File: config.mk
export PLATFORM = sky130hd
export DESIGN_NAME = fv_mem_cntl
export DESIGN_NICKNAME = d
export VERILOG_FILES = /design/src/fv_pkg.sv /design/src/fv_mem_cntl.sv
export SDC_FILE = /design/constraint.sdc
export NUM_CORES = 1
export LEC_CHECK = 0
export BUFFER_PORTS_ARGS = -buffer_cell sky130_fd_sc_hd__buf_2
export CAP_MARGIN = 5
export CORE_MARGIN = 2
export CORE_UTILIZATION = 31
export DETAILED_ROUTE_END_ITERATION = 16
export PLACE_DENSITY = 0.86
export REMOVE_ABC_BUFFERS = 1
export SYNTH_ARGS = -nofsm -noshare
export SYNTH_HDL_FRONTEND = slang
export SYNTH_SLANG_ARGS = --single-unit
File: constraint.sdc
create_clock -name vclk -period 2.8
set_input_delay 0.56 -clock vclk [all_inputs]
set_output_delay 0.56 -clock vclk [all_outputs]
set_load 0.1 [all_outputs]
File: src/fv_pkg.sv
// Shared widths, address union and bus structs for the feature-vector SRAM subsystem.
package fv_pkg;

    localparam int num_banks = 4;
    localparam int num_pe    = 4;
    localparam int fv_w      = 16;
    localparam int row_w     = 8;
    localparam int bank_w    = 2;
    localparam int addr_w    = row_w + bank_w;
    localparam int tag_w     = 2;
    localparam int num_fv_w  = 11;

    typedef struct packed {
        logic [row_w-1:0]  row;
        logic [bank_w-1:0] bank; // low bits interleave vectors across banks.
    } fv_row_bank_t;

    // the same address word is read as a flat index or as row and bank.
    typedef union packed {
        logic [addr_w-1:0] flat;
        fv_row_bank_t      rb;
    } fv_addr_u;

    typedef struct packed {
        logic             valid;
        logic [tag_w-1:0] pe_tag;
        fv_addr_u         fv_addr;
    } fv_req_t;

    typedef struct packed {
        logic             valid;
        logic [tag_w-1:0] pe_tag;
        fv_addr_u         fv_addr;
    } fv_dispatch_t;

    typedef struct packed {
        logic             valid;
        logic [row_w-1:0] row;
        logic [fv_w-1:0]  data;
    } fv_load_t;

    typedef struct packed {
        logic             cen; // active low.
        logic             wen; // active low.
        logic [row_w-1:0] a;
        logic [fv_w-1:0]  d;
    } fv_sram_if_t;

    typedef struct packed {
        logic             valid;
        logic [tag_w-1:0] pe_tag;
        logic [fv_w-1:0]  data;
    } fv_result_t;

    typedef struct packed {
        logic            valid;
        logic [fv_w-1:0] data;
    } fv_pe_out_t;

endpackage
File: src/fv_mem_cntl.sv
// Memory controller that pops the FIFO head and dispatches it to its bank when free.
`timescale 1ns/1ns

module fv_mem_cntl (
    input  logic                                            clk,
    input  logic                                            rst,
    input  fv_pkg::fv_req_t                                 head,
    input  logic                                            rempty,
    input  logic [fv_pkg::num_banks-1:0]                    bank_busy,
    output logic                                            rinc,
    output fv_pkg::fv_dispatch_t [fv_pkg::num_banks-1:0]    dispatch
);

    logic [fv_pkg::bank_w-1:0]          sel;
    logic [fv_pkg::num_banks-1:0]       strobe;
    logic [fv_pkg::num_banks-1:0][15:0] disp_cnt;
    logic [15:0]                        cnt_sum;

    assign sel  = head.fv_addr.rb.bank;
    assign rinc = !rempty && head.valid && !bank_busy[sel]; // a busy bank stalls the queue.

    always_comb begin
        for (int b = 0; b < fv_pkg::num_banks; b++) begin
            strobe[b]          = rinc && (sel == b[fv_pkg::bank_w-1:0]);
            dispatch[b].valid  = strobe[b];
            dispatch[b].pe_tag = head.pe_tag;
            dispatch[b].fv_addr = head.fv_addr;
        end
    end

    always_ff @(posedge clk) begin
        if (rst) begin
            disp_cnt <= '0;
        end else begin
            for (int b = 0; b < fv_pkg::num_banks; b++) begin
                if (strobe[b]) begin
                    disp_cnt[b] <= disp_cnt[b] + 16'd1;
                end
            end
        end
    end

    always_comb begin
        cnt_sum = '0;
        for (int b = 0; b < fv_pkg::num_banks; b++) begin
            cnt_sum = cnt_sum + disp_cnt[b];
        end
    end

    // every pop lands in exactly one bank count, so the total steps by one at most.
    one_dispatch_per_pop: assert property (@(posedge clk) disable iff (rst)
        $onehot0(strobe) ##1 (cnt_sum == $past(cnt_sum) + {15'd0, $past(rinc)}));

endmodule

# ---- After elaboration in Yosys (flattened, before gate mapping)
# Index checks and enable logic that the tools add are counted.
dict set report totals {
  reg_bits 0
  in_bits 20
  output_inout_bits 53
  word_cells 15
}
dict set report classes {
  magnitude_cmp 1
  eq_ne 3
  n_mux 2
  n_reduce_logical 9
}
# operator count
set op_table {}
lappend op_table {{1-bit logical AND} 6}
lappend op_table {{2-bit equality test (second input constant)} 2}
lappend op_table {{2-bit by 3-bit < comparator with 1-bit output (second input constant)} 1}
lappend op_table {{1-bit binary-select mux with 2-bit select} 1}
lappend op_table {{2-bit by 1-bit equality test with 1-bit output (second input constant)} 1}
lappend op_table {{1-bit zero test} 2}
lappend op_table {{2-bit zero test} 1}
lappend op_table {{1-bit two-way mux} 1}

# ---- Longest topological paths before layout
dict set report depth {
  word_depth 5
  depth_mapped 2
}

# ---- Worst setup path before layout
# OpenSTA, ideal clock, no wires.
dict set report synth_timing {
  kind {input to output}
  from {input port rempty}
  to {output port dispatch[12] (netlist bit)}
  arrival_ns 3.023
  setup_slack_ns -0.783
  path_stages 2
  cell_sequence {or3b_1 nor3_1}
}
# element line_no
set synth_lines {}
lappend synth_lines {{start, declared} fv_mem_cntl.sv:8} ;# input logic rempty,
lappend synth_lines {{end, declared} fv_mem_cntl.sv:11} ;# output fv_pkg::fv_dispatch_t [fv_pkg::num_banks-1:0] dispatch

==> results.yml <==
run_status:
  outcome: "completed"
final_layout:
  stdcell_area_um2: 199
  multi_input_area_um2: 75.1
  layout_common_cells: "buf_2, mux2_2, nor3_1"
  area_growth_pct: -54.3
  nClkBuffers: 0
  seq_cells: 0
  layout_commonest_cell: "buf_2"
  fin_nets: 52
  fin_util_pct: 15.3
  drive_above_1_share_pct: 80.0
  fillers: 161
  seq_area_um2: 0
  diodes: 0
critical_path:
  cp.arrival_ns: 1.74
  endpoint_kind: "output pin"
  path_max_fanout: 6
  worst-setup-path-type: "input port to output pin"
  cp.required_ns: 2.24
  start_kind: "input port"
global_route:
  grt_pass1_wl_mm: 1.32
  grt_max_degree: 11
  grtUsageTotal_pct: 9.73
  grt_overflow: 0
  grt_pass1_vias: 209
  antenna_found_initial: 0
synth:
  synth_warnings: 0
  syn_avg_cell_area_um2: 7.64
  netlist_area_um2: 435
  synthMuxAreaShare_pct: 5.17
  synthAdderAreaFrac_pct: 0
  synth_cells: 57
  synth_seq_area_share_pct: 0
  synth_top_family_by_area: "buffers and inverters"
  yosys.area_share.simple_pct: 10.6
  synth_compound_area_share_pct: 1.44
  synth.distinct_cells: 8
  synth_xor_area_share_pct: 0
worst_hold_path:
  hold_class: "input port to output pin"
  hold-path-cell-count: 0
pwr:
  pwr-share-comb_pct: 100.0
  power.share.switching_pct: 83.7
  ir_drop_mv: 0.101
  power_switching_mw: 0.0669
  total_leakage_power_nw: 0.108
  powerDensity_mw_per_mm2: 402
  p_int_mw: 0.0131
  clkPwrFrac_pct: 0
  p_seq_share_pct: 0
sta:
  slew_headroom_pct: 67.2
  fin_crit_sh_pct: 82.1
  rsz0062_at_grt: "no"
  fmax_mhz: 435
  hold_viol: 0
  post-route-min-period_ns: 2.30
  worst_slew_pin_slew_ns: 0.495
  final_max_slew_viol_count: 0
  setup_viol: 0
drt:
  routed_wl_um: 949
  post_drt_wl_per_cell_um: 21.1
  vias: 214
  ant_nets: 0
  drtPass1Iterations: 1
  viasPerCell: 4.76
  drt_iter0_markers: 0
  drt_drc_violations_left: 0
die:
  ioPinCount: 73
  chipHeight_um: 41.5
  start_util_pct: 33.5
  core_mm2: 0.00130
  rows: 13
  fp.dieW_um: 41.5
  fp.dieArea_mm2: 0.00172
placed_design:
  dpl_cell_area_um2: 199
  port_buffers: 21
  finalWeightedCongestion: 0.710
job:
  cap_violations: 0
clock_tree:
  postCtsHoldBufs: 0
  cts_setup_buffers: 0
  cts_resized: 0
## worst max-delay path, stage by stage
cell     delay, ns
buf_2         0.12
or3b_1        0.42
nor3b_2       0.19
buf_2         0.44
## per-stage QoR
step / hold slack (ns) / setup slack, ns / total power, mW / TNS, ns / instances
3_5_place_dp: 1.12 / 0.495 / 0.0803 / 0 / 45
2_1_floorplan: 1.12 / -0.783 / 0.0187 / -2.25 / 9
5_1_grt: 1.12 / 0.430 / 0.0826 / 0 / 45
6_report: 1.12 / 0.502 / 0.0800 / 0 / 45
3_3_place_gp: 1.12 / 0.526 / 0.0797 / 0 / 45
4_1_cts: 1.12 / 0.492 / 0.0804 / 0 / 45
## area by class of cell
| class | instances | area share (%) |
|---|---|---|
| Tap cell | 15 | 9.43 |
| Timing Repair Buffer | 21 | 52.8 |
| Multi-Input combinational cell | 9 | 37.7 |
## Yosys cell counts (all sizes together)
library cell,number,share of area (%)
nand3b,1,1.7
o22ai,1,1.4
nor3b,2,4.6
nor3,2,2.3
buf,48,83
mux2,2,5.2
or3b,1,2.0
## kinds of logic (layout without fill, tap and decap cells)
kind of cell	Yosys count	count (layout)
compound gates	1	1
buf+inv	48	21
mux	2	2
simple gates	6	6
## power groups by stage
stage	logic [mW]	clock network [mW]	registers, mW
6_report	0.0800	0	0
5_1_grt	0.0826	0	0
4_1_cts	0.0804	0	0
3_5_place_dp	0.0803	0	0
3_3_place_gp	0.0797	0	0
2_1_floorplan	0.0187	0	0
## routing by layer
metal	up-vias	global-route usage (%)	wire, um
li1	79	-	-
met1	76	7.79	233
met2	56	11.9	342
met3	3	14.8	343
met4	0	2.58	29
met5	-	10.0	0
## path summary, 6_finish.rpt
kind / start / endpoint
worst max-delay path: head[0] / dispatch[38]
worst min-delay path: head[9] / dispatch[9]
Note: power is estimated with default switching activity, not from simulation.
