===== config.mk =====
export PLATFORM = sky130hd
export DESIGN_NAME = fv_bank_cntl
export DESIGN_NICKNAME = d
export VERILOG_FILES = /design/src/fv_pkg.sv /design/src/fv_bank_cntl.sv
export SDC_FILE = /design/constraint.sdc
export NUM_CORES = 1
export LEC_CHECK = 0
export ABC_AREA = 1
export BUFFER_PORTS_ARGS = -buffer_cell sky130_fd_sc_hd__buf_2
export CORE_AREA = 2 2 68 70
export DETAILED_ROUTE_END_ITERATION = 10
export DIE_AREA = 0 0 70 72
export MAX_ROUTING_LAYER = met4
export PLACE_DENSITY_LB_ADDON = 0.15
export SLEW_MARGIN = 20
export SYNTH_ARGS = -nofsm -noshare
export SYNTH_HDL_FRONTEND = slang
export SYNTH_SLANG_ARGS = --single-unit

===== constraint.sdc =====
create_clock -name clk -period 2.52 [get_ports clk]
set_clock_uncertainty 0.05 [all_clocks]
set_input_delay 0.504 -clock clk [delete_from_list [all_inputs] [get_ports clk]]
set_output_delay 0.504 -clock clk [all_outputs]
set_load 0.02 [all_outputs]

===== src/fv_pkg.sv =====
// Shared widths, address union and bus structs for the feature-vector SRAM subsystem.
package fv_pkg;

    localparam int num_banks = 4;
    localparam int num_pe    = 4;
    localparam int fv_w      = 16;
    localparam int row_w     = 8;
    localparam int bank_w    = 2;
    localparam int addr_w    = row_w + bank_w;
    localparam int tag_w     = 2;
    localparam int num_fv_w  = 11;

    typedef struct packed {
        logic [row_w-1:0]  row;
        logic [bank_w-1:0] bank; // low bits interleave vectors across banks.
    } fv_row_bank_t;

    // the same address word is read as a flat index or as row and bank.
    typedef union packed {
        logic [addr_w-1:0] flat;
        fv_row_bank_t      rb;
    } fv_addr_u;

    typedef struct packed {
        logic             valid;
        logic [tag_w-1:0] pe_tag;
        fv_addr_u         fv_addr;
    } fv_req_t;

    typedef struct packed {
        logic             valid;
        logic [tag_w-1:0] pe_tag;
        fv_addr_u         fv_addr;
    } fv_dispatch_t;

    typedef struct packed {
        logic             valid;
        logic [row_w-1:0] row;
        logic [fv_w-1:0]  data;
    } fv_load_t;

    typedef struct packed {
        logic             cen; // active low.
        logic             wen; // active low.
        logic [row_w-1:0] a;
        logic [fv_w-1:0]  d;
    } fv_sram_if_t;

    typedef struct packed {
        logic             valid;
        logic [tag_w-1:0] pe_tag;
        logic [fv_w-1:0]  data;
    } fv_result_t;

    typedef struct packed {
        logic            valid;
        logic [fv_w-1:0] data;
    } fv_pe_out_t;

endpackage

===== src/fv_bank_cntl.sv =====
// Per-bank controller: sequences SRAM reads and load writes and holds a result for the bus.
`timescale 1ns/1ns

module fv_bank_cntl (
    input  logic                           clk,
    input  logic                           rst,
    input  logic [fv_pkg::num_fv_w-1:0]    num_fv,
    input  fv_pkg::fv_dispatch_t           dispatch,
    input  fv_pkg::fv_load_t               load,
    input  logic [fv_pkg::fv_w-1:0]        q,
    input  logic                           grant,
    output fv_pkg::fv_sram_if_t            sram,
    output fv_pkg::fv_result_t             result,
    output logic                           busy
);

    typedef enum logic [1:0] {
        st_idle,
        st_read,
        st_capture,
        st_hold
    } bank_state_t;

    bank_state_t                 state;
    logic [fv_pkg::row_w-1:0]    row_q;
    logic [fv_pkg::tag_w-1:0]    tag_q;
    logic                        in_range;

    // the flat index is compared against the count of loaded vectors.
    assign in_range = ({1'b0, dispatch.fv_addr.flat} < num_fv);

    assign busy = (state != st_idle);

    // a load write always wins the port since it is only legal while idle.
    assign sram.cen = !((state == st_read) || load.valid);
    assign sram.wen = !load.valid;
    assign sram.a   = load.valid ? load.row : row_q;
    assign sram.d   = load.data;

    always_ff @(posedge clk) begin
        if (rst) begin
            state        <= st_idle;
            result.valid <= 1'b0;
        end else begin
            case (state)
                st_idle: begin
                    if (dispatch.valid) begin
                        tag_q <= dispatch.pe_tag;
                        row_q <= dispatch.fv_addr.rb.row;
                        if (in_range) begin
                            state <= st_read;
                        end else begin
                            result.valid  <= 1'b1; // out of range answers zero at once.
                            result.pe_tag <= dispatch.pe_tag;
                            result.data   <= '0;
                            state         <= st_hold;
                        end
                    end
                end
                st_read: begin
                    state <= st_capture; // the macro returns q one edge later.
                end
                st_capture: begin
                    result.valid  <= 1'b1;
                    result.pe_tag <= tag_q;
                    result.data   <= q;
                    state         <= st_hold;
                end
                st_hold: begin
                    if (grant) begin
                        result.valid <= 1'b0;
                        state        <= st_idle;
                    end
                end
                default: state <= st_idle;
            endcase
        end
    end

    no_load_while_busy: assert property (@(posedge clk) disable iff (rst)
        load.valid |-> !busy);

    // the bus may sample a held result over several cycles of contention.
    result_stable_until_grant: assert property (@(posedge clk) disable iff (rst)
        (result.valid && !grant) |=> $stable(result));

endmodule


* Yosys cells after proc, flatten, opt, wreduce, memory -nomap -nowiden
Index checks and enable logic that the tools add are counted.
Cells by class: $lt $le $gt $ge 1, equal/unequal tests 6, mux-type cells 10, bitwise operators 1, reductions and logical operators 11
Operators by type and width (number):
- $mux W19 | 2
- $pmux W18 S2 | 1
- $lt A10 B11 Y1 | 1
- $mux W8 | 1
- $pmux W2 S4 | 1
- $reduce_and A4 Y1 | 2
- $mux W2 | 3
- $ne A2 B2 Y1 const B | 3
- $eq A2 B2 Y1 const B | 2
- $reduce_bool A2 Y1 | 2
- $pmux W1 S3 | 1
- $reduce_and A3 Y1 | 1
- $reduce_bool A3 Y1 | 1
- $eq A2 B1 Y1 const B | 1
- $logic_not A1 Y1 | 2
- $logic_not A2 Y1 | 1
- $reduce_and A2 Y1 | 1
- $logic_or A1 B1 Y1 | 1
- $mux W1 | 1
- $not A1 Y1 | 1
Storage, ports and cells: bits in registers 31, input port bits 68, output and inout port bits 46

* Longest topological paths before layout
word-level depth 4, mapped depth 11

* Worst setup path after synthesis
OpenSTA, ideal clock, no wires.
kind input to register, start point input port num_fv[9] (netlist bit), end point register result[0] (netlist bit) (enable), arrival time 1.640 ns, data required time 2.097 ns, setup slack 0.457 ns, cell stages on the path 10, cells stage by stage inv_1 > ha_1 > inv_1 > nor2_2 > nand2_2 > nor2_2 > nand2_1 > nand3_2 > nand4_1 > inv_1
On the way: word-level cells in the longest chain between the ends 3
RTL lines:
- from (decl) | RTL line fv_bank_cntl.sv:7 | input logic [fv_pkg::num_fv_w-1:0] num_fv,
- $lt A10 B11 Y1 | RTL line fv_bank_cntl.sv:30 | assign in_range = ({1'b0, dispatch.fv_addr.flat} < num_fv);
- $ne A2 B2 Y1 (no line)
- $reduce_and A4 Y1 (no line)
- to (decl) | RTL line fv_bank_cntl.sv:13 | output fv_pkg::fv_result_t result,
No other way between the ends. A chain may end at the register's enable or synchronous reset.

==> flow_metrics.py <==
metrics = {
    "detailed_routing": {
        "drt_iter0_drc": 109,
        "dr_total_vias": 1408,
        "drc": 0,
        "antenna_left": 0,
        "wl_mm": 3.56,
        "route.detailed.wl_per_inst_um": 11.1,
        "viasPerCell": 4.37,
        "firstDrtPassIters": 4,
    },
    "final_layout": {
        "drive_gt1_frac": 0.385,
        "final_net_count": 350,
        "diodes": 0,
        "fill_cells": 432,
        "area_delta_synth_final_pct": 25.3,
    },
    "yosys": {
        "yosys-top-cells-count": "nand2_1 (68), inv_1 (42), edfxtp_1 (28)",
        "synthArstFlopShare": 0,
        "synth_edf_count": 28,
        "synth_top_area_frac": 0.481,
        "synth_top_flop_cell": "edfxtp_1",
        "synth_xor_area_frac": 0,
        "synth-compound-area-share": 0.0272,
        "synthAdderAreaFrac": 0.0931,
        "synth_nets": 278,
        "yosys_warnings": 0,
        "yosysSeqAreaShare": 0.515,
        "syn_area_um2": 1750,
        "synth.distinct_cells": 21,
        "yosys_register_bits": 31,
        "synth_area_leader_cell": "edfxtp_1",
        "syn_avg_cell_area_um2": 8.87,
        "synth_cells": 197,
        "synth_mux_area_frac": 0,
        "synth_area_leaders": "edfxtp_1 (48%), nand2_1 (15%), ha_1 (9.3%)",
        "synth_top_family_by_area": "simple AND/OR/NAND/NOR gates",
        "yosys.cell_count.top_type": "nand2_1",
        "synth-simple-area-share": 0.190,
    },
    "die": {
        "rows": 24,
        "ios": 114,
        "dieArea_um2": 5040,
        "initial_core_util": 0.410,
        "die_h_um": 72,
        "core_um2": 4260,
        "die_x_um": 70,
    },
    "critical_path": {
        "arrival_ps": 1320,
        "crit_path_end": "sram[23]",
        "crit_start": "load[24]",
        "timing.rr.start": "state[0]",
        "crit_path_end_kind": "output pin",
        "worstPathRequired_ps": 1970,
        "cp-start-kind": "input pin",
        "crit_type": "in -> out",
        "ff2ff_setup_slack_ps": 770,
        "reg2regPathDepth": 8,
        "r2r-end": "result[14]",
        "crit_path_max_fanout": 10,
    },
    "clocking": {
        "post-cts-setup-buffer-count": 0,
        "cts_inserted_buffers": 5,
        "clock_latency_ps": 270,
        "cts_resized": 0,
        "cts_sinks": 31,
        "cts_buffer_depth": 2,
        "hold_buffers": 0,
        "clock-root-buffer": "clkbuf_8",
        "cts_tree": "yes",
        "h-tree-depth": 2,
        "path_clk_slew_ps": 60,
    },
    "place": {
        "routabilityCongestion": 0.845,
        "post-dp-hpwl_mm": 2.90,
        "io_buffers": 81,
    },
    "grt": {
        "grt_max_degree": 20,
        "antenna_found_initial": 0,
        "grt_pass1_vias": 1315,
        "grt_pass1_wl_mm": 5.80,
        "grt-ovfl-total": 0,
        "grt_usage": 0.151,
    },
    "timing": {
        "setup_viol": 0,
        "min_period_ps": 1880,
        "drv_slew": 0,
        "whs_ps": 369,
        "tns_ps": 0,
        "max_slew_margin": 0.845,
        "rsz0062_at_grt": "no",
        "max_freq_mhz": 533,
        "tightest_slew_ps": 231,
        "fin_crit_sh": 0.745,
        "hold_viol": 0,
    },
    "power": {
        "ir_drop_uv": 469,
        "power_density_nw_per_um2": 841,
        "leakage_nw": 1.27,
    },
    "flow_run": {
        "cap_violations": 0,
    },
    "min_path": {
        "min_path_type": "in -> reg",
    },
    "outcome": {
        "status": "finished, final reports clean",
    },
}
==> report_power, final <==
part	switching, W	internal, W	total, W
registers	0.0000396	0.000725	0.000764
logic	0.000473	0.000240	0.000713
clock network	0.000174	0.000188	0.000363
==> cells by family (layout without fill, tap and decap cells) <==
kind of cell,count (synthesis),count (layout)
buf+inv,64,137
flops,31,31
simple gates,81,81
compound gates,8,8
fa+ha+maj,13,13
==> metal layers <==
layer,vias to the layer above,routed length [µm],track usage
met3,20,275,0.0514
met4,0,89,0.0513
met1,605,1530,0.176
li1,724,-,-
met5,-,0,-
met2,59,1670,0.248
==> layout by cell type (no fill, tap or decap) <==
master,n
a21oi_1,4
a21oi_2,1
buf_2,81
buf_4,3
clkbuf_8,5
clkinv_1,1
clkinv_2,3
dfxtp_1,3
edfxtp_1,28
ha_1,13
inv_1,42
inv_2,2
nand2_1,68
nand2_2,2
nand3_1,1
nand3_2,1
nand4_1,1
nor2_1,2
nor2_2,4
nor3_1,1
o21ai_1,2
o21ai_2,1
or2_2,1
==> sequential cells by signal (all words and copies together), names as in the netlist <==
| name | flops |
|---|---|
| result | 19 |
| row_q | 8 |
| state | 2 |
| tag_q | 2 |
==> worst max-delay path: stages <==
cell      delay, ps
buf_2           200
clkinv_1        260
nand2_1         160
nand2_1          50
buf_2           150
==> through the flow <==
step | utilization | area [µm²] | setup slack (ps) | power [W] | instances
2_1_floorplan | - | 1750 | 457 | 0.00129 | 197
3_3_place_gp | 0.494 | 2110 | 455 | 0.00149 | 314
3_5_place_dp | 0.494 | 2110 | 441 | 0.00150 | 314
4_1_cts | 0.513 | 2190 | 615 | 0.00187 | 322
5_1_grt | 0.513 | 2190 | 497 | 0.00199 | 322
6_report | 0.513 | 2190 | 642 | 0.00184 | 322
==> final cells by class <==
| cell class | count | area, µm² | area share |
|---|---|---|---|
| Multi-Input combinational cell | 102 | 543 | 0.248 |
| Tap cell | 52 | 65.1 | 0.0297 |
| Clock inverter | 3 | 15.0 | 0.00686 |
| Timing Repair Buffer | 84 | 428 | 0.195 |
| Sequential cell | 31 | 901 | 0.411 |
| Inverter | 45 | 169 | 0.0771 |
| Clock buffer | 5 | 68.8 | 0.0314 |
==> worst min path at each step <==
stage / start / end / cells after the start
finish: dispatch[9] / row_q[7] / 1
global placement: result[18] / result[18] / 2
CTS: dispatch[9] / row_q[7] / 1
floorplan: tag_q[0] / result[16] / 2
detailed placement: result[18] / result[18] / 2
global route: dispatch[6] / row_q[4] / 1
Note: power is estimated with default switching activity, not from simulation.
