**config.mk**
```make
export PLATFORM = sky130hd
export DESIGN_NAME = fv_bus
export DESIGN_NICKNAME = d
export VERILOG_FILES = /design/src/fv_pkg.sv /design/src/fv_bus.sv
export SDC_FILE = /design/constraint.sdc
export NUM_CORES = 1
export LEC_CHECK = 0
export ABC_CLOCK_PERIOD_IN_PS = 8200
export BUFFER_PORTS_ARGS = -buffer_cell sky130_fd_sc_hd__buf_4
export CAP_MARGIN = 20
export CORE_ASPECT_RATIO = 1.1
export CORE_UTILIZATION = 25
export CTS_CLUSTER_SIZE = 28
export DETAILED_ROUTE_END_ITERATION = 8
export GPL_TIMING_DRIVEN = 0
export MAX_ROUTING_LAYER = met4
export SETUP_SLACK_MARGIN = 0.2
export SKIP_CTS_REPAIR_TIMING = 1
export SLEW_MARGIN = 30
export SYNTH_ARGS = -nofsm -noshare
export SYNTH_HDL_FRONTEND = slang
export SYNTH_SLANG_ARGS = --single-unit
export TNS_END_PERCENT = 50
```
**constraint.sdc**
```tcl
create_clock -name clk -period 8.2 [get_ports clk]
set_input_delay 2.46 -clock clk [delete_from_list [all_inputs] [get_ports clk]]
set_output_delay 2.46 -clock clk [all_outputs]
set_load 0.05 [all_outputs]
```
**src/fv_pkg.sv**
```systemverilog
// Shared widths, address union and bus structs for the feature-vector SRAM subsystem.
package fv_pkg;

    localparam int num_banks = 4;
    localparam int num_pe    = 4;
    localparam int fv_w      = 16;
    localparam int row_w     = 8;
    localparam int bank_w    = 2;
    localparam int addr_w    = row_w + bank_w;
    localparam int tag_w     = 2;
    localparam int num_fv_w  = 11;

    typedef struct packed {
        logic [row_w-1:0]  row;
        logic [bank_w-1:0] bank; // low bits interleave vectors across banks.
    } fv_row_bank_t;

    // the same address word is read as a flat index or as row and bank.
    typedef union packed {
        logic [addr_w-1:0] flat;
        fv_row_bank_t      rb;
    } fv_addr_u;

    typedef struct packed {
        logic             valid;
        logic [tag_w-1:0] pe_tag;
        fv_addr_u         fv_addr;
    } fv_req_t;

    typedef struct packed {
        logic             valid;
        logic [tag_w-1:0] pe_tag;
        fv_addr_u         fv_addr;
    } fv_dispatch_t;

    typedef struct packed {
        logic             valid;
        logic [row_w-1:0] row;
        logic [fv_w-1:0]  data;
    } fv_load_t;

    typedef struct packed {
        logic             cen; // active low.
        logic             wen; // active low.
        logic [row_w-1:0] a;
        logic [fv_w-1:0]  d;
    } fv_sram_if_t;

    typedef struct packed {
        logic             valid;
        logic [tag_w-1:0] pe_tag;
        logic [fv_w-1:0]  data;
    } fv_result_t;

    typedef struct packed {
        logic            valid;
        logic [fv_w-1:0] data;
    } fv_pe_out_t;

endpackage
```
**src/fv_bus.sv**
```systemverilog
// Output bus with a round-robin arbiter per PE over the bank results, registered PE outputs.
`timescale 1ns/1ns

module fv_bus (
    input  logic                                         clk,
    input  logic                                         rst,
    input  fv_pkg::fv_result_t [fv_pkg::num_banks-1:0]   result,
    output logic [fv_pkg::num_banks-1:0]                 grant,
    output fv_pkg::fv_pe_out_t [fv_pkg::num_pe-1:0]      pe_out
);

    logic [fv_pkg::num_pe-1:0][fv_pkg::num_banks-1:0] req;
    logic [fv_pkg::num_pe-1:0][fv_pkg::bank_w-1:0]    rr_ptr;
    logic [fv_pkg::num_pe-1:0][fv_pkg::bank_w-1:0]    win_idx;
    logic [fv_pkg::num_pe-1:0]                        win_vld;

    always_comb begin
        for (int p = 0; p < fv_pkg::num_pe; p++) begin
            for (int b = 0; b < fv_pkg::num_banks; b++) begin
                req[p][b] = result[b].valid &&
                            (result[b].pe_tag == p[fv_pkg::tag_w-1:0]);
            end
        end
    end

    // search starts at the pointer, so the last winner goes to the back.
    always_comb begin
        logic [fv_pkg::bank_w-1:0] cand;
        grant = '0;
        for (int p = 0; p < fv_pkg::num_pe; p++) begin
            win_vld[p] = 1'b0;
            win_idx[p] = '0;
            for (int i = 0; i < fv_pkg::num_banks; i++) begin
                cand = rr_ptr[p] + i[fv_pkg::bank_w-1:0];
                if (!win_vld[p] && req[p][cand]) begin
                    win_vld[p] = 1'b1;
                    win_idx[p] = cand;
                end
            end
            if (win_vld[p]) begin
                grant[win_idx[p]] = 1'b1; // one tag per bank, so grants never collide.
            end
        end
    end

    always_ff @(posedge clk) begin
        if (rst) begin
            rr_ptr <= '0;
            for (int p = 0; p < fv_pkg::num_pe; p++) begin
                pe_out[p].valid <= 1'b0;
            end
        end else begin
            for (int p = 0; p < fv_pkg::num_pe; p++) begin
                pe_out[p].valid <= win_vld[p];
                pe_out[p].data  <= result[win_idx[p]].data;
                if (win_vld[p]) begin
                    rr_ptr[p] <= win_idx[p] + 1'b1;
                end
            end
        end
    end

    for (genvar b = 0; b < fv_pkg::num_banks; b++) begin : grant_chk_gen
        grant_to_valid: assert property (@(posedge clk) disable iff (rst)
            grant[b] |-> result[b].valid);
    end

endmodule

```
==> results_dict.tcl, run 1 <==
set metrics [dict create \
    synth-edff-count 64 \
    clockBufferDepth 2 \
    ys_async_sr_fraction 0 \
    synth-main-ff-cell "edfxtp_1" \
    overflow 0 \
    htree_levels 3 \
    die_w_um 134 \
    track_usage 0.155 \
    dp.final_hpwl_um 10700 \
    yosysSeqAreaShare 0.451 \
    synth.area.top_cells "edfxtp_1, mux4_2, mux2i_1" \
    synth_top_area_cell "edfxtp_1" \
    stop_stage "detailed routing" \
    gp_congestion 0.806 \
    syn_area_um2 4790 \
    placedCellCount 717 \
    syn_avg_cell_area_um2 14.7 \
    cts.sinks 76 \
    synthesis.nets 416 \
    outcome "stopped before the end" \
    die_h_um 147 \
    ys_ff_latch 76 \
    grt_pass1_wl_um 21900 \
    synth_top_area_share 0.401 \
    synthCells 326 \
    grt_pass1_vias 3734 \
    antenna_found_initial 0 \
    grt_max_degree 40 \
    portBuffers 147 \
    place_area_um2 6240 \
    cts_root_buf "clkbuf_16" \
    pin_count 150 \
    initial_core_util 0.258 \
    worst_endpoint_kind "primary output" \
    cts_made_buffers 9 \
    yosys_warnings 0 \
    rows 52 \
    error_line "[ERROR DRT-0255] Maze Route cannot find path of net clk in worker of routeBox ( 96600 0 ) ( 134040 48300 )." \
    grt_worst_setup_endpoint "grant[2]" \
    synth_cell_type_count 44 \
]
## logic make-up after synthesis
family          count (synthesis)  share of synthesized area
compound gates                 46                     0.0694
fa+ha+maj                      12                     0.0313
buf+inv                        29                     0.0308
flops                          76                      0.451
mux                            99                      0.342
simple gates                   64                     0.0754
## synthesized netlist by cell type (5+ instances only)
| cell type | count |
|---|---|
| edfxtp_1 | 64 |
| mux2i_1 | 51 |
| mux4_2 | 35 |
| nor2_1 | 17 |
| a21oi_1 | 16 |
| mux4_1 | 13 |
| dfxtp_1 | 12 |
| ha_1 | 12 |
| inv_1 | 11 |
| nand2_1 | 10 |
| o21ai_0 | 10 |
| buf_2 | 7 |
| nand3_1 | 6 |
| nor3_1 | 6 |
| and3b_1 | 5 |
| clkbuf_1 | 5 |
## metal layers
| layer | global-route usage |
|---|---|
| met5 | - |
| met4 | 0.0579 |
| met3 | 0.0255 |
| met2 | 0.252 |
| met1 | 0.195 |
## metrics by stage
step / utilization / worst slack, ns
floorplan: - / 0.982
global placement: 0.333 / 0.244
detailed placement: 0.335 / 0.260
CTS: 0.350 / 0.248
global route: 0.350 / 0.239
==> run 2, diff against run 1 <==
Settings changed: CORE_ASPECT_RATIO 1.1 to default, CORE_UTILIZATION 25 to 20, CTS_CLUSTER_SIZE 28 to default, MAX_ROUTING_LAYER met4 to default, PLACE_DENSITY_LB_ADDON from default to 0.15, SETUP_SLACK_MARGIN 0.2 to default.
==> run 2 against run 1 <==
Effect of this change: the run now ends clean; synthesized cell count is the same; area after synthesis is the same; global-route usage shrank 2.0 points.
==> results_dict.tcl, run 2 <==
set metrics [dict create \
    finalCritPeriodShare 0.951 \
    pwr-share-seq 0.372 \
    portBuffers 147 \
    reg_top3 "pe_out x68, rr_ptr x8" \
    maxSlewViolCount 0 \
    pwr-share-comb 0.315 \
    synth-compound-area-share 0.0694 \
    switching_share 0.338 \
    antenna_found_initial 0 \
    synth_top_area_share 0.401 \
    start_kind "input port" \
    synth.area.top_cells "edfxtp_1, mux4_2, mux2i_1" \
    grt_pass1_vias 3678 \
    synth-edff-count 64 \
    die_h_um 157 \
    p_int_uw 855 \
    finClkSkew_ns 0.00780 \
    htree_levels 3 \
    clkPwrFrac 0.314 \
    fin_area_um2 6630 \
    path_clk_slew_ns 0.06 \
    cts_tree "done" \
    rsz0062_at_grt "no" \
    rows 56 \
    outcome "complete, no violations" \
    synth_cell_type_count 44 \
    post-place-ws_ns -0.0205 \
    placedCellCount 793 \
    stdcell_count 809 \
    core_area_um2 23500 \
    track_usage 0.135 \
    max-cap-violations 0 \
    synthSimpleGateAreaFrac 0.0754 \
    synth_xor_area_frac 0 \
    hold_viol_final 0 \
    fmax_mhz 128 \
    setup_slack_ns 0.399 \
    crit_fanout 11 \
    cpMostUsedCell "buf_4" \
    gp_congestion 0.731 \
    die-area_um2 24600 \
    mostFrequentLayoutCells "buf_4, edfxtp_1, mux2i_1" \
    ys_ff_latch 76 \
    synth_most_common_cell "edfxtp_1" \
    layout_commonest_cell "buf_4" \
    yosys_warnings 0 \
    cts_made_buffers 9 \
    pin_count 150 \
    utilization 0.283 \
    layout_min_cycle_time_ns 7.80 \
    synth_top_family_by_area "multiplexers" \
    nNetsFinal 575 \
    drc 0 \
    cts.sinks 76 \
    p_sw_uw 437 \
    antennaDiodeCount 0 \
    dp.final_hpwl_um 11500 \
    synth_fa_ha_area_frac 0.0313 \
    syn_to_final_growth_pct 38.3 \
    largest_register_ffs 68 \
    slowest_stage "o22ai_2" \
    synth_top_area_cell "edfxtp_1" \
    num_vias 3684 \
    critPathMaxStageDelay_ns 0.59 \
    n_fill_cell 2429 \
    power_density_nw_per_um2 195 \
    regMostFlops "pe_out" \
    ys_async_sr_fraction 0 \
    place_area_um2 6340 \
    initial_core_util 0.204 \
    antenna_left 0 \
    viasPerCell 4.55 \
    dr.first_iter.drc_count 220 \
    irDropWorstVdd_mv 0.0698 \
    setup_viol 0 \
    clockBufferDepth 2 \
    wl_per_cell_um 20.3 \
    path_class "input port to output port" \
    synthCells 326 \
    synthesis.nets 416 \
    synth_mux_area_frac 0.342 \
    cp_data_arrival_time_ns 5.34 \
    syn_area_um2 4790 \
    synth-main-ff-cell "edfxtp_1" \
    routed_wl_um 16400 \
    slew_headroom 0.371 \
    yosysSeqAreaShare 0.451 \
    drive_above_1_share 0.453 \
    syn_avg_cell_area_um2 14.7 \
    critPathRequiredTime_ns 5.74 \
    hp-class "flop to flop" \
    max_slew.worst_pin.slew_ns 0.944 \
    overflow 0 \
    dr.pass1.iters 5 \
    path_cells "buf_4 -> and3b_1 -> buf_4 -> a41o_1 -> a21oi_1 -> o22ai_2 -> buf_2 -> inv_1 -> ha_1 -> a222oi_1 -> o21ai_0 -> buf_4" \
    setup.worst_path.end_class "output port" \
    grt_max_degree 48 \
    die_w_um 157 \
    grt_pass1_wl_um 23600 \
    p_leak_nw 2.62 \
    ys_top_cells_by_count "edfxtp_1, mux2i_1, mux4_2" \
    clk_latency_ns 0.34 \
    cts_root_buf "clkbuf_16" \
]
==> run 2: cell counts after synthesis <==
No cell type changed its count.
==> run 2: worst max-delay path, delay by kind of cell <==
kind / cells / cell delay (ns)
fa+ha+maj: 1 / 0.22
buf+inv: 5 / 1.09
simple gates: 1 / 0.24
compound gates: 5 / 1.33
==> run 2: metal layers <==
layer,vias to the layer above,part of all wire,GRT usage
met3,13,0.062,0.0274
met1,1860,0.47,0.184
met4,0,0.012,0.0434
met5,-,0,0
li1,1670,-,-
met2,141,0.46,0.213
==> run 2: cell families (layout without fill, tap and decap cells) <==
| logic type | after synthesis | in the layout |
|---|---|---|
| flip-flops | 76 | 76 |
| buffers and inverters | 29 | 193 |
| AND/OR/NAND/NOR | 64 | 64 |
| AO/OA/AOI/OAI | 46 | 46 |
| multiplexers | 99 | 99 |
| adder cells (fa/ha/maj) | 12 | 12 |
==> run 2: final cells by class <==
type | count | area [um2] | area share
Buffer | 17 | 104 | 0.0157
Tap cell | 319 | 399 | 0.0602
Timing Repair Buffer | 148 | 1130 | 0.171
Clock inverter | 7 | 67.6 | 0.0102
Inverter | 12 | 47.5 | 0.00717
Sequential cell | 76 | 2160 | 0.326
Multi-Input combinational cell | 221 | 2500 | 0.376
Clock buffer | 9 | 225 | 0.0340
==> run 2: metrics by stage <==
step,hold slack (ns),total power [mW],TNS (ns)
6_report,0.534,1.29,0
5_1_grt,0.561,1.35,0
4_1_cts,0.511,1.31,-0.0192
3_5_place_dp,0.502,0.898,-0.0205
3_3_place_gp,0.473,0.895,-0.00688
2_1_floorplan,0.460,0.750,0
==> run 2: worst paths after layout <==
kind	from	end	slack (ns)	depth (start not counted)
worst max register to register	rr_ptr[1]	pe_out[2]	5.61	8
worst max-delay path	result[35]	grant[2]	0.40	12
worst min register to register	rr_ptr[4]	rr_ptr[4]	0.53	2
worst min-delay path	rr_ptr[4]	rr_ptr[4]	0.53	2
==> run 2: power groups by stage <==
stage          registers [mW]  logic [mW]  clock network, mW
4_1_cts                 0.480       0.411              0.420
5_1_grt                 0.483       0.433              0.431
3_3_place_gp            0.490       0.405                  0
3_5_place_dp            0.488       0.410                  0
2_1_floorplan           0.599       0.152                  0
6_report                0.480       0.406              0.405
Power figures use the tool's default switching activity.
