$ cat src/fv_pkg.sv
// Shared widths, address union and bus structs for the feature-vector SRAM subsystem.
package fv_pkg;

    localparam int num_banks = 4;
    localparam int num_pe    = 4;
    localparam int fv_w      = 16;
    localparam int row_w     = 8;
    localparam int bank_w    = 2;
    localparam int addr_w    = row_w + bank_w;
    localparam int tag_w     = 2;
    localparam int num_fv_w  = 11;

    typedef struct packed {
        logic [row_w-1:0]  row;
        logic [bank_w-1:0] bank; // low bits interleave vectors across banks.
    } fv_row_bank_t;

    // the same address word is read as a flat index or as row and bank.
    typedef union packed {
        logic [addr_w-1:0] flat;
        fv_row_bank_t      rb;
    } fv_addr_u;

    typedef struct packed {
        logic             valid;
        logic [tag_w-1:0] pe_tag;
        fv_addr_u         fv_addr;
    } fv_req_t;

    typedef struct packed {
        logic             valid;
        logic [tag_w-1:0] pe_tag;
        fv_addr_u         fv_addr;
    } fv_dispatch_t;

    typedef struct packed {
        logic             valid;
        logic [row_w-1:0] row;
        logic [fv_w-1:0]  data;
    } fv_load_t;

    typedef struct packed {
        logic             cen; // active low.
        logic             wen; // active low.
        logic [row_w-1:0] a;
        logic [fv_w-1:0]  d;
    } fv_sram_if_t;

    typedef struct packed {
        logic             valid;
        logic [tag_w-1:0] pe_tag;
        logic [fv_w-1:0]  data;
    } fv_result_t;

    typedef struct packed {
        logic            valid;
        logic [fv_w-1:0] data;
    } fv_pe_out_t;

endpackage
$ cat src/fv_req_fifo.sv
// Show-ahead request FIFO between the PE request port and the memory controller.
`timescale 1ns/1ns

module fv_req_fifo #(
    parameter int depth = 8
) (
    input  logic             clk,
    input  logic             rst,
    input  fv_pkg::fv_req_t  wdata,
    input  logic             rinc,
    output fv_pkg::fv_req_t  rdata,
    output logic             wfull,
    output logic             rempty
);

    localparam int ptr_w = $clog2(depth);

    fv_pkg::fv_req_t  mem [depth];
    logic [ptr_w:0]   wptr;
    logic [ptr_w:0]   rptr;
    logic             push;
    logic             pop;

    assign push = wdata.valid && !wfull;
    assign pop  = rinc && !rempty;

    // the extra pointer bit tells a full buffer from an empty one.
    assign rempty = (wptr == rptr);
    assign wfull  = (wptr[ptr_w] != rptr[ptr_w]) &&
                    (wptr[ptr_w-1:0] == rptr[ptr_w-1:0]);

    assign rdata = mem[rptr[ptr_w-1:0]]; // head is visible without a read strobe.

    always_ff @(posedge clk) begin
        if (push) begin
            mem[wptr[ptr_w-1:0]] <= wdata;
        end
    end

    always_ff @(posedge clk) begin
        if (rst) begin
            wptr <= '0;
            rptr <= '0;
        end else begin
            if (push) begin
                wptr <= wptr + 1'b1;
            end
            if (pop) begin
                rptr <= rptr + 1'b1;
            end
        end
    end

    // the request source has to hold off while wfull is high.
    no_push_when_full: assert property (@(posedge clk) disable iff (rst)
        !(wdata.valid && wfull));

    // the controller only pops a request it can see.
    no_pop_when_empty: assert property (@(posedge clk) disable iff (rst)
        rinc |-> !rempty);

endmodule

$ cat config.mk
export PLATFORM = sky130hd
export DESIGN_NAME = fv_req_fifo
export DESIGN_NICKNAME = d
export VERILOG_FILES = /design/src/fv_pkg.sv /design/src/fv_req_fifo.sv
export SDC_FILE = /design/constraint.sdc
export NUM_CORES = 1
export LEC_CHECK = 0
export ABC_AREA = 0
export BUFFER_PORTS_ARGS = -buffer_cell sky130_fd_sc_hd__buf_2
export CAP_MARGIN = 20
export CORE_AREA = 2 2 89 91
export CTS_BUF_LIST = sky130_fd_sc_hd__clkbuf_2
export DETAILED_ROUTE_END_ITERATION = 10
export DIE_AREA = 0 0 91 93
export PLACE_DENSITY = 0.82
export RECOVER_POWER = 25
export SLEW_MARGIN = 5
export SYNTH_ARGS = -nofsm -noshare
export SYNTH_HDL_FRONTEND = slang
export SYNTH_SLANG_ARGS = --single-unit
$ cat constraint.sdc
create_clock -name clk -period 6 [get_ports clk]
set_input_delay 0.3 -clock clk [delete_from_list [all_inputs] [get_ports clk]]
set_output_delay 0.3 -clock clk [all_outputs]
set_load 0.01 [all_outputs]
======== Word-level counts from Yosys, hierarchy flattened ========
Memory sizes are Yosys's and may differ from the RTL's. A register that Yosys moved wholly into a read port is not among the register bits.
Index checks and enable logic that the tools add are counted.
word-level totals
  bits in registers ....................... 8
  memory bits (writable) .................. 104
  bits of input ports ..................... 16
  output and inout bits ................... 15
  memories kept ........................... 1
operators by class
  $add $sub $neg .......................... 2
  eq/ne operators ......................... 3
  multiplexer cells ....................... 4
  reductions and logical operators ........ 5
memories
  name  depth  bits a word  read ports  clocked after memory_dff  wr ports  RTL line           source
  mem   8      13           1           1                         1         fv_req_fifo.sv:18  fv_pkg::fv_req_t mem [depth];
operator list
  cell                                                           count
  4-bit by 1-bit adder with 4-bit output, second input constant  2
  3-bit two-way mux                                              2
  4-bit equality test                                            1
  3-bit equality test                                            1
  1-bit logical AND                                              3
  1-bit logical NOT                                              2
  1-bit two-way mux                                              2
  1-bit != test                                                  1

======== Longest topological paths before layout ========
Gate-level depths: netlist of run 1.
  depth in word-level cells ............... 6
  depth in mapped cells ................... 4
  mapped depth without buffers ............ 4

======== Least setup slack after synthesis of run 1 ========
OpenSTA, ideal clock, no wires.
  path type ............................... flip-flop to flip-flop
  start point ............................. reg wptr[0]
  end point ............................... mem mem[2][0] (netlist bit), enable pin
  library setup time ...................... 0.422 ns
  arrival time ............................ 2.379 ns
  data required time ...................... 5.578 ns
  slack ................................... 3.199 ns
  stages on the path, launching flop included .. 5
  path buffers ............................ 1
  clock period less this slack ............ 2.801 ns
  path through ............................ dfxtp_1 buf_2 xor2_1 nor4_2 nor4b_1
between the ends
  word-level cells in the longest chain between the ends .. 6
ends and longest elaborated chain
  what                                     RTL line           source
  start: declaration                       fv_req_fifo.sv:19  logic [ptr_w:0] wptr;
  start signal: assignment                 fv_req_fifo.sv:46  wptr <= wptr + 1'b1;
  3-bit equality test                      fv_req_fifo.sv:30  (wptr[ptr_w-1:0] == rptr[ptr_w-1:0]);
  1-bit logical AND                        fv_req_fifo.sv:29  assign wfull = (wptr[ptr_w] != rptr[ptr_w]) &&
  net wfull                                fv_req_fifo.sv:12  output logic wfull,
  1-bit logical NOT                        fv_req_fifo.sv:24  assign push = wdata.valid && !wfull;
  1-bit logical AND                        fv_req_fifo.sv:24
  1-bit two-way mux                        fv_req_fifo.sv:35  if (push) begin
  1-bit two-way mux (implied by the code)  fv_req_fifo.sv:36  mem[wptr[ptr_w-1:0]] <= wdata;
  end: declaration                         fv_req_fifo.sv:18
The timed path passes the listed nets, and every way through them passes these cells.

==> flow_metrics.tcl, run 1 <==
set metrics [dict create \
    final-max-slew-violation-count 0 \
    clock_insertion_delay_worst_skew_ns 0.62 \
    cellLeakagePower_nw 1.77 \
    hold_path_startpoint "rinc" \
    sw_frac_of_total_pct 24.6 \
    share_of_cells_above_drive_strength_1_pct 37.7 \
    r2r-end "mem[3][2]" \
    p_int_w 0.00124 \
    use_met1_pct 25.1 \
    finalPower_w 0.00165 \
    finalSetupViolCount 0 \
    tritoncts_clock_tree "yes" \
    floorplan.initialDensity_pct 61.9 \
    netlist.area_leader.share_pct 67.0 \
    final_antenna_net_count 0 \
    routed_via_density 5.75 \
    drt_first_pass_iters 4 \
    worst_slew_pin_slew_ns 0.974 \
    die-area_sq_mm 0.00846 \
    clock_power_share_pct 31.2 \
    critPathArrivalTime_ns 2.64 \
    cts-htree-levels 4 \
    grt_max_degree 27 \
    core_area_sq_mm 0.00753 \
    cp-start-kind "flop" \
    drc_errors 0 \
    first_pass_grt_wire_length_um 12300 \
    maxCapViolCount 0 \
    postPlaceCellArea_sq_mm 0.00496 \
    clock_sinks 115 \
    synth_fp_nets 252 \
    detail_route.wl_per_cell_um 19.4 \
    netlist_area_sq_mm 0.00466 \
    crit_slowest_cell "sky130_fd_sc_hd__dfxtp_2" \
    worstReg2RegStart "wptr[1]" \
    final_nets 310 \
    path_cells "mux4_2 -> mux2_2 -> buf_2" \
    dpl.cell_count 359 \
    synthDistinctLibCells 34 \
    met2_demand_to_capacity_share_in_global_routing_pct 33.6 \
    fin_worst_hold_slack_ns 0.0814 \
    worst_hold_path.num_cells 4 \
    drt_iter0_drc 148 \
    seq_power_share_pct 56.6 \
    placement_rows 32 \
    crit_path_max_incr_delay_ns 0.98 \
    flow.area_growth_from_synthesis_pct 15.0 \
    antenna_violations_before_repair 0 \
    final_cells 407 \
    clock-skew-final_ns 0.0213 \
    grt-ovfl-total 0 \
    critical_path.endpoint_type "output port" \
    place_congestion 0.760 \
    worstSetupPathType "flop to output port" \
    die-width_um 91 \
    cts_made_buffers 17 \
    num_vias 2341 \
    reg2reg_depth 5 \
    netlist_instances 234 \
    hold-path-endpoint "rptr[3]" \
    clk_path_buf_depth 2 \
    global_route.peak_usage_layer "met2" \
    design_area_final_sq_mm 0.00536 \
    globalRouteTotalUtil_pct 20.4 \
    io_pins 31 \
    synth_sequential_area_ratio_pct 71.8 \
    synth_top_cell_by_area "sky130_fd_sc_hd__edfxtp_1" \
    number_of_warning_messages_in_the_yosys_log 0 \
    hold_path_class "primary input to flop" \
    dp_hpwl_um 4610 \
    netSwitchingPower_w 0.000405 \
    top_achievable_clock_speed_mhz 340 \
    final.period_utilization_pct 49.0 \
    via_count_of_the_first_global_routing_pass 2370 \
    vertical_extent_of_the_die_um 93 \
    rsz_0062_raised_after_global_routing "no" \
    critPathMaxFanout 26 \
    hold_violations 0 \
    clk_transition_reported_paths_ns 0.17 \
    cts_root_buf "sky130_fd_sc_hd__clkbuf_2" \
    met3_usage_pct 6.93 \
    route.final.wire_length_um 7880 \
    finalSetupTns_ns 0 \
    combinational_group_share_of_total_power_pct 12.2 \
    timing.critical_path.required_ns 5.70 \
    yosys-top-cells-area "sky130_fd_sc_hd__edfxtp_1, sky130_fd_sc_hd__mux4_2, sky130_fd_sc_hd__dfxtp_1" \
    maximum_vdd_ir_drop_v 0.000136 \
    flip_flop_and_latch_count_after_synthesis 115 \
    finalWorstPathRequiredPeriod_ns 2.94 \
    ff2ff_setup_slack_ns 3.17 \
    run_status "completed" \
    synth.avg_cell_area_sq_um 19.9 \
    power.density_mw_per_mm2 307 \
    antenna_cells 0 \
    slew-limit-headroom_pct 34.5 \
    io_port_bufs 30 \
]
sequential cells by signal, summed over array words and instances (netlist names), named ones only:
signal  cells
mem       104
wptr        4
rptr        4
power groups by stage:
stage                     registers (W)  clock network (W)  logic (W)
after global placement         0.000950                  0   0.000192
after CTS                      0.000934           0.000526   0.000204
after detailed placement       0.000952                  0   0.000196
after global routing           0.000938           0.000561   0.000215
final                          0.000932           0.000513   0.000202
after floorplan                0.000921                  0   0.000164
cells in the final DEF (no fill, tap or decap), types with 5 or more instances in the layout:
master                          netlist  final
sky130_fd_sc_hd__dlygate4sd3_1        0     13
sky130_fd_sc_hd__nor2_1               6      6
sky130_fd_sc_hd__mux4_2              26     26
sky130_fd_sc_hd__clkinvlp_4           0      6
sky130_fd_sc_hd__clkbuf_2             3     18
sky130_fd_sc_hd__nand2b_1             5      5
sky130_fd_sc_hd__mux2_2              17     17
sky130_fd_sc_hd__buf_4                2      7
sky130_fd_sc_hd__clkbuf_1             3     10
sky130_fd_sc_hd__edfxtp_1           104    104
sky130_fd_sc_hd__nor2b_1              6      6
sky130_fd_sc_hd__dfxtp_1             11     10
sky130_fd_sc_hd__buf_2                3     20
per-layer routing:
| layer | part of all wire, % | routed length, um | vias to the layer above |
|---|---|---|---|
| li1 | - | - | 1079 |
| met1 | 42 | 3310 | 1185 |
| met2 | 52 | 4090 | 66 |
| met3 | 4.6 | 363 | 11 |
| met4 | 1.4 | 112 | 0 |
| met5 | 0 | 0 | - |
stage by stage:
stage               utilization (%)  setup slack, ns
detailed placement             65.9             3.23
floorplan                         -             3.20
CTS                            71.0             2.89
global route                   71.2             2.79
finish                         71.2             3.06
global placement               65.9             3.47
Yosys cell counts:
cell type / number
sky130_fd_sc_hd__ha_1: 2
sky130_fd_sc_hd__mux2_1: 3
sky130_fd_sc_hd__nor3b_1: 2
sky130_fd_sc_hd__nand3_1: 1
sky130_fd_sc_hd__nor4_2: 1
sky130_fd_sc_hd__clkbuf_1: 3
sky130_fd_sc_hd__edfxtp_1: 104
sky130_fd_sc_hd__mux4_2: 26
sky130_fd_sc_hd__dfxtp_1: 11
sky130_fd_sc_hd__nand3b_1: 1
sky130_fd_sc_hd__xor2_1: 4
sky130_fd_sc_hd__nand2_1: 4
sky130_fd_sc_hd__mux2_2: 17
sky130_fd_sc_hd__nor4b_1: 3
sky130_fd_sc_hd__or2_2: 1
sky130_fd_sc_hd__nand4_1: 2
sky130_fd_sc_hd__buf_4: 2
sky130_fd_sc_hd__xnor2_1: 4
sky130_fd_sc_hd__nand2b_1: 5
sky130_fd_sc_hd__buf_2: 3
sky130_fd_sc_hd__o41a_1: 2
sky130_fd_sc_hd__clkbuf_2: 3
sky130_fd_sc_hd__buf_6: 1
sky130_fd_sc_hd__mux2i_1: 4
sky130_fd_sc_hd__buf_1: 2
sky130_fd_sc_hd__nor2b_1: 6
sky130_fd_sc_hd__nor3_1: 3
sky130_fd_sc_hd__o311ai_0: 1
sky130_fd_sc_hd__nor2_1: 6
sky130_fd_sc_hd__a41oi_1: 2
sky130_fd_sc_hd__and4_1: 1
sky130_fd_sc_hd__nor4_1: 2
sky130_fd_sc_hd__a311o_1: 1
sky130_fd_sc_hd__a211o_1: 1
kinds of logic after synthesis:
family / after synthesis / synth area share [%]
compound gates: 7 / 1.45
fa+ha+maj: 2 / 0.537
simple gates: 38 / 4.89
flops: 115 / 71.8
buf+inv: 14 / 1.61
xor+xnor: 8 / 1.50
mux: 50 / 18.3
worst max path at each step:
stage	from	cells after the start	end	slack, ns
floorplan	wptr[0]	4	mem[2][0]	3.20
global placement	wptr[1]	3	mem[7][6]	3.47
detailed placement	wptr[1]	3	mem[7][2]	3.23
CTS	wptr[1]	3	wfull	2.89
global route	flop	3	rdata[10]	2.79
finish	flop	3	rdata[12]	3.06
timing repair:
action	in CTS	in global routing
hold buffers	13	0
gates resized for setup	0	0
endpoints found under the hold margin	104	0
buffers inserted	0	0
critical path, delay by kind of cell (launching register included):
family                 cells  cell delay [ns]
buffers and inverters      1             0.14
multiplexers               2             0.91
flip-flops                 1             0.98
layout make-up:
type,count,area (sq um)
clock buffer,18,90.1
clock inverter,14,164
fill,493,2170
multi-input combinational,105,1280
sequential,115,3340
tap,102,128
timing repair buffer,53,350
Note: power is estimated with default switching activity, not from simulation.
==> run 2, diff against run 1 <==
ABC_AREA = 1   (was 0)
CORE_AREA = 2 2 95 97   (was 2 2 89 91)
DIE_AREA = 0 0 97 99   (was 0 0 91 93)
PLACE_DENSITY = 0.77   (was 0.82)
clock period = 2.65 ns   (was 6 ns; I/O delays follow)
==> flow_metrics.tcl, run 2 <==
set metrics [dict create \
    detail_route.wl_per_cell_um 15.6 \
    clock_insertion_delay_worst_skew_ns 0.62 \
    worstReg2RegStart "wptr[2]" \
    vertical_extent_of_the_die_um 99 \
    cp_common_cell "sky130_fd_sc_hd__nand2_2" \
    final-max-slew-violation-count 0 \
    drt_first_pass_iters 4 \
    placement_rows 34 \
    synth_fp_nets 440 \
    postLayoutCoreUtil_pct 62.8 \
    netlist_area_sq_mm 0.00474 \
    finalSetupTns_ns 0 \
    final_antenna_net_count 0 \
    drc_errors 0 \
    place_congestion 0.811 \
    timing.critical_path.required_ns 3.16 \
    share_of_cells_above_drive_strength_1_pct 16.4 \
    route.final.wire_length_um 9300 \
    cpLargestDelayFamily "buffers and inverters" \
    yosys-top-cells-area "sky130_fd_sc_hd__edfxtp_1, sky130_fd_sc_hd__nor2_1, sky130_fd_sc_hd__o21ai_0" \
    r2r-end "rptr[3]" \
    die-area_sq_mm 0.00960 \
    ff2ff_setup_slack_ns 0.33 \
    synthDistinctLibCells 23 \
    antenna_cells 0 \
    hold_path_startpoint "wdata[2]" \
    synth_async_sr_flop_share_pct 0 \
    critPathBufInv 4 \
    fillCellCount 667 \
    core_area_sq_mm 0.00855 \
    die-width_um 97 \
    largest_register_ffs 104 \
    io_pins 31 \
    cts-htree-levels 4 \
    hold-path-endpoint "mem[3][2]" \
    synth_top_cell_by_area "sky130_fd_sc_hd__edfxtp_1" \
    dp_hpwl_um 5440 \
    num_vias 3162 \
    clk_transition_reported_paths_ns 0.17 \
    maxCapViolCount 0 \
    worst_slew_pin_slew_ns 0.745 \
    clock_sinks 115 \
    clk_path_buf_depth 2 \
    critical_path.endpoint_type "flop" \
    number_of_warning_messages_in_the_yosys_log 0 \
    tritoncts_clock_tree "yes" \
    floorplan.initialDensity_pct 55.4 \
    reg2reg_depth 11 \
    synth.top_cells.by_count "sky130_fd_sc_hd__edfxtp_1, sky130_fd_sc_hd__nor2_1, sky130_fd_sc_hd__o21ai_0" \
    final.period_utilization_pct 87.5 \
    finalWorstPathRequiredPeriod_ns 2.32 \
    grt_max_degree 53 \
    via_count_of_the_first_global_routing_pass 3195 \
    rsz_0062_raised_after_global_routing "no" \
    slew-limit-headroom_pct 50.3 \
    worstSetupPathType "flop to flop" \
    globalRouteTotalUtil_pct 20.8 \
    hold_path_class "primary input to flop" \
    crit_slowest_cell "sky130_fd_sc_hd__dlygate4sd3_1" \
    power.density_mw_per_mm2 689 \
    synth.avg_cell_area_sq_um 11.2 \
    run_status "completed" \
    synth_ff_type "sky130_fd_sc_hd__edfxtp_1" \
    design_area_final_sq_mm 0.00537 \
    finalSetupViolCount 0 \
    netlist.area_leader.share_pct 65.9 \
    first_pass_grt_wire_length_um 15200 \
    flow.area_growth_from_synthesis_pct 13.4 \
    layout_commonest_cell "sky130_fd_sc_hd__edfxtp_1" \
    worst_hold_path.num_cells 2 \
    hold_violations 0 \
    io_port_bufs 30 \
    cp-start-kind "flop" \
    final_nets 494 \
    top_achievable_clock_speed_mhz 431 \
    worst-path-stages 11 \
    cts_root_buf "sky130_fd_sc_hd__clkbuf_2" \
    flip_flop_and_latch_count_after_synthesis 115 \
    commonest_cells_after_routing_fill_and_taps_aside "sky130_fd_sc_hd__edfxtp_1, sky130_fd_sc_hd__nor2_1, sky130_fd_sc_hd__o21ai_0" \
    drt_iter0_drc 219 \
    postCtsSetupRepairBufs 0 \
    critPathArrivalTime_ns 2.83 \
    clock-skew-final_ns 0.0161 \
    antenna_violations_before_repair 0 \
    crit_path_max_incr_delay_ns 0.55 \
    grt-ovfl-total 0 \
    postPlaceCellArea_sq_mm 0.00497 \
    synth-edff-count 104 \
    count_leader_synth "sky130_fd_sc_hd__edfxtp_1" \
    cts_made_buffers 17 \
    netlist_instances 422 \
    cellLeakagePower_nw 1.99 \
    critPathMaxFanout 9 \
    path_cells "inv_1 -> nand2_2 -> nand2_2 -> inv_1 -> nor2_2 -> nand2_2 -> nand3_1 -> nand2_1 -> dlygate4sd3_1 -> nor2_1 -> dlygate4sd3_1" \
    routed_via_density 5.30 \
    maximum_vdd_ir_drop_v 0.000351 \
    synth_sequential_area_ratio_pct 70.5 \
]
==> run 2: through the flow <==
stage	hold WS [ns]	power, W	cells	setup WS [ns]
2_1_floorplan	0.231	0.00245	422	0.837
3_3_place_gp	0.409	0.00260	548	0.732
3_5_place_dp	0.425	0.00261	548	0.620
6_report	0.377	0.00370	597	0.332
4_1_cts	0.270	0.00373	597	0.251
5_1_grt	0.301	0.00391	597	0.0546
==> run 2: layout make-up <==
class                   instances  area [sq um]  area share [%]
multi-input cells             267          1210            22.5
clock buffers                  18          90.1            1.68
clock inverters                14           144            2.68
flip-flops and latches        115          3340            62.2
inverters                      20          77.6            1.44
repair buffers                 55           372            6.92
well taps                     108           135            2.52
==> run 2: metal layers <==
layer,vias to the layer above,wire (um),global-route usage (%)
met5,-,0,0
met4,0,150,9.21
met3,15,572,6.03
met2,86,4800,35.8
met1,1500,3770,24.5
li1,1561,-,-
==> run 2: worst max path at each step <==
stage | startpoint | endpoint
after floorplan | wptr[0] | mem[1][0]
after global placement | wptr[0] | mem[0][11]
after detailed placement | wptr[0] | mem[0][3]
after CTS | flop | rdata[7]
after global routing | flop | rdata[8]
final | wptr[2] | rptr[3]
==> run 2: timing repair <==
item	CTS	global route
hold buffers	17	0
setup endpoints to repair	0	1
endpoints found under the hold margin	115	0
gates resized for setup	0	3
==> run 2: cells by family (layout without fill, tap and decap cells) <==
| group | count (synthesis) | count (layout) | share of synthesized area [%] |
|---|---|---|---|
| buffers and inverters | 40 | 107 | 3.91 |
| DFF | 115 | 115 | 70.5 |
| AOI/OAI and AO/OA | 87 | 87 | 9.27 |
| and+or+nand+nor | 178 | 178 | 15.8 |
| adders and majority gates | 2 | 2 | 0.528 |
==> run 2: where the power goes <==
group / total (W) / switching (W) / internal [W] / leakage, nW
Sequential: 0.00205 / 0.0000227 / 0.00203 / 1.03
Clock: 0.00111 / 0.000605 / 0.000508 / 0.149
Combinational: 0.000543 / 0.000358 / 0.000185 / 0.803
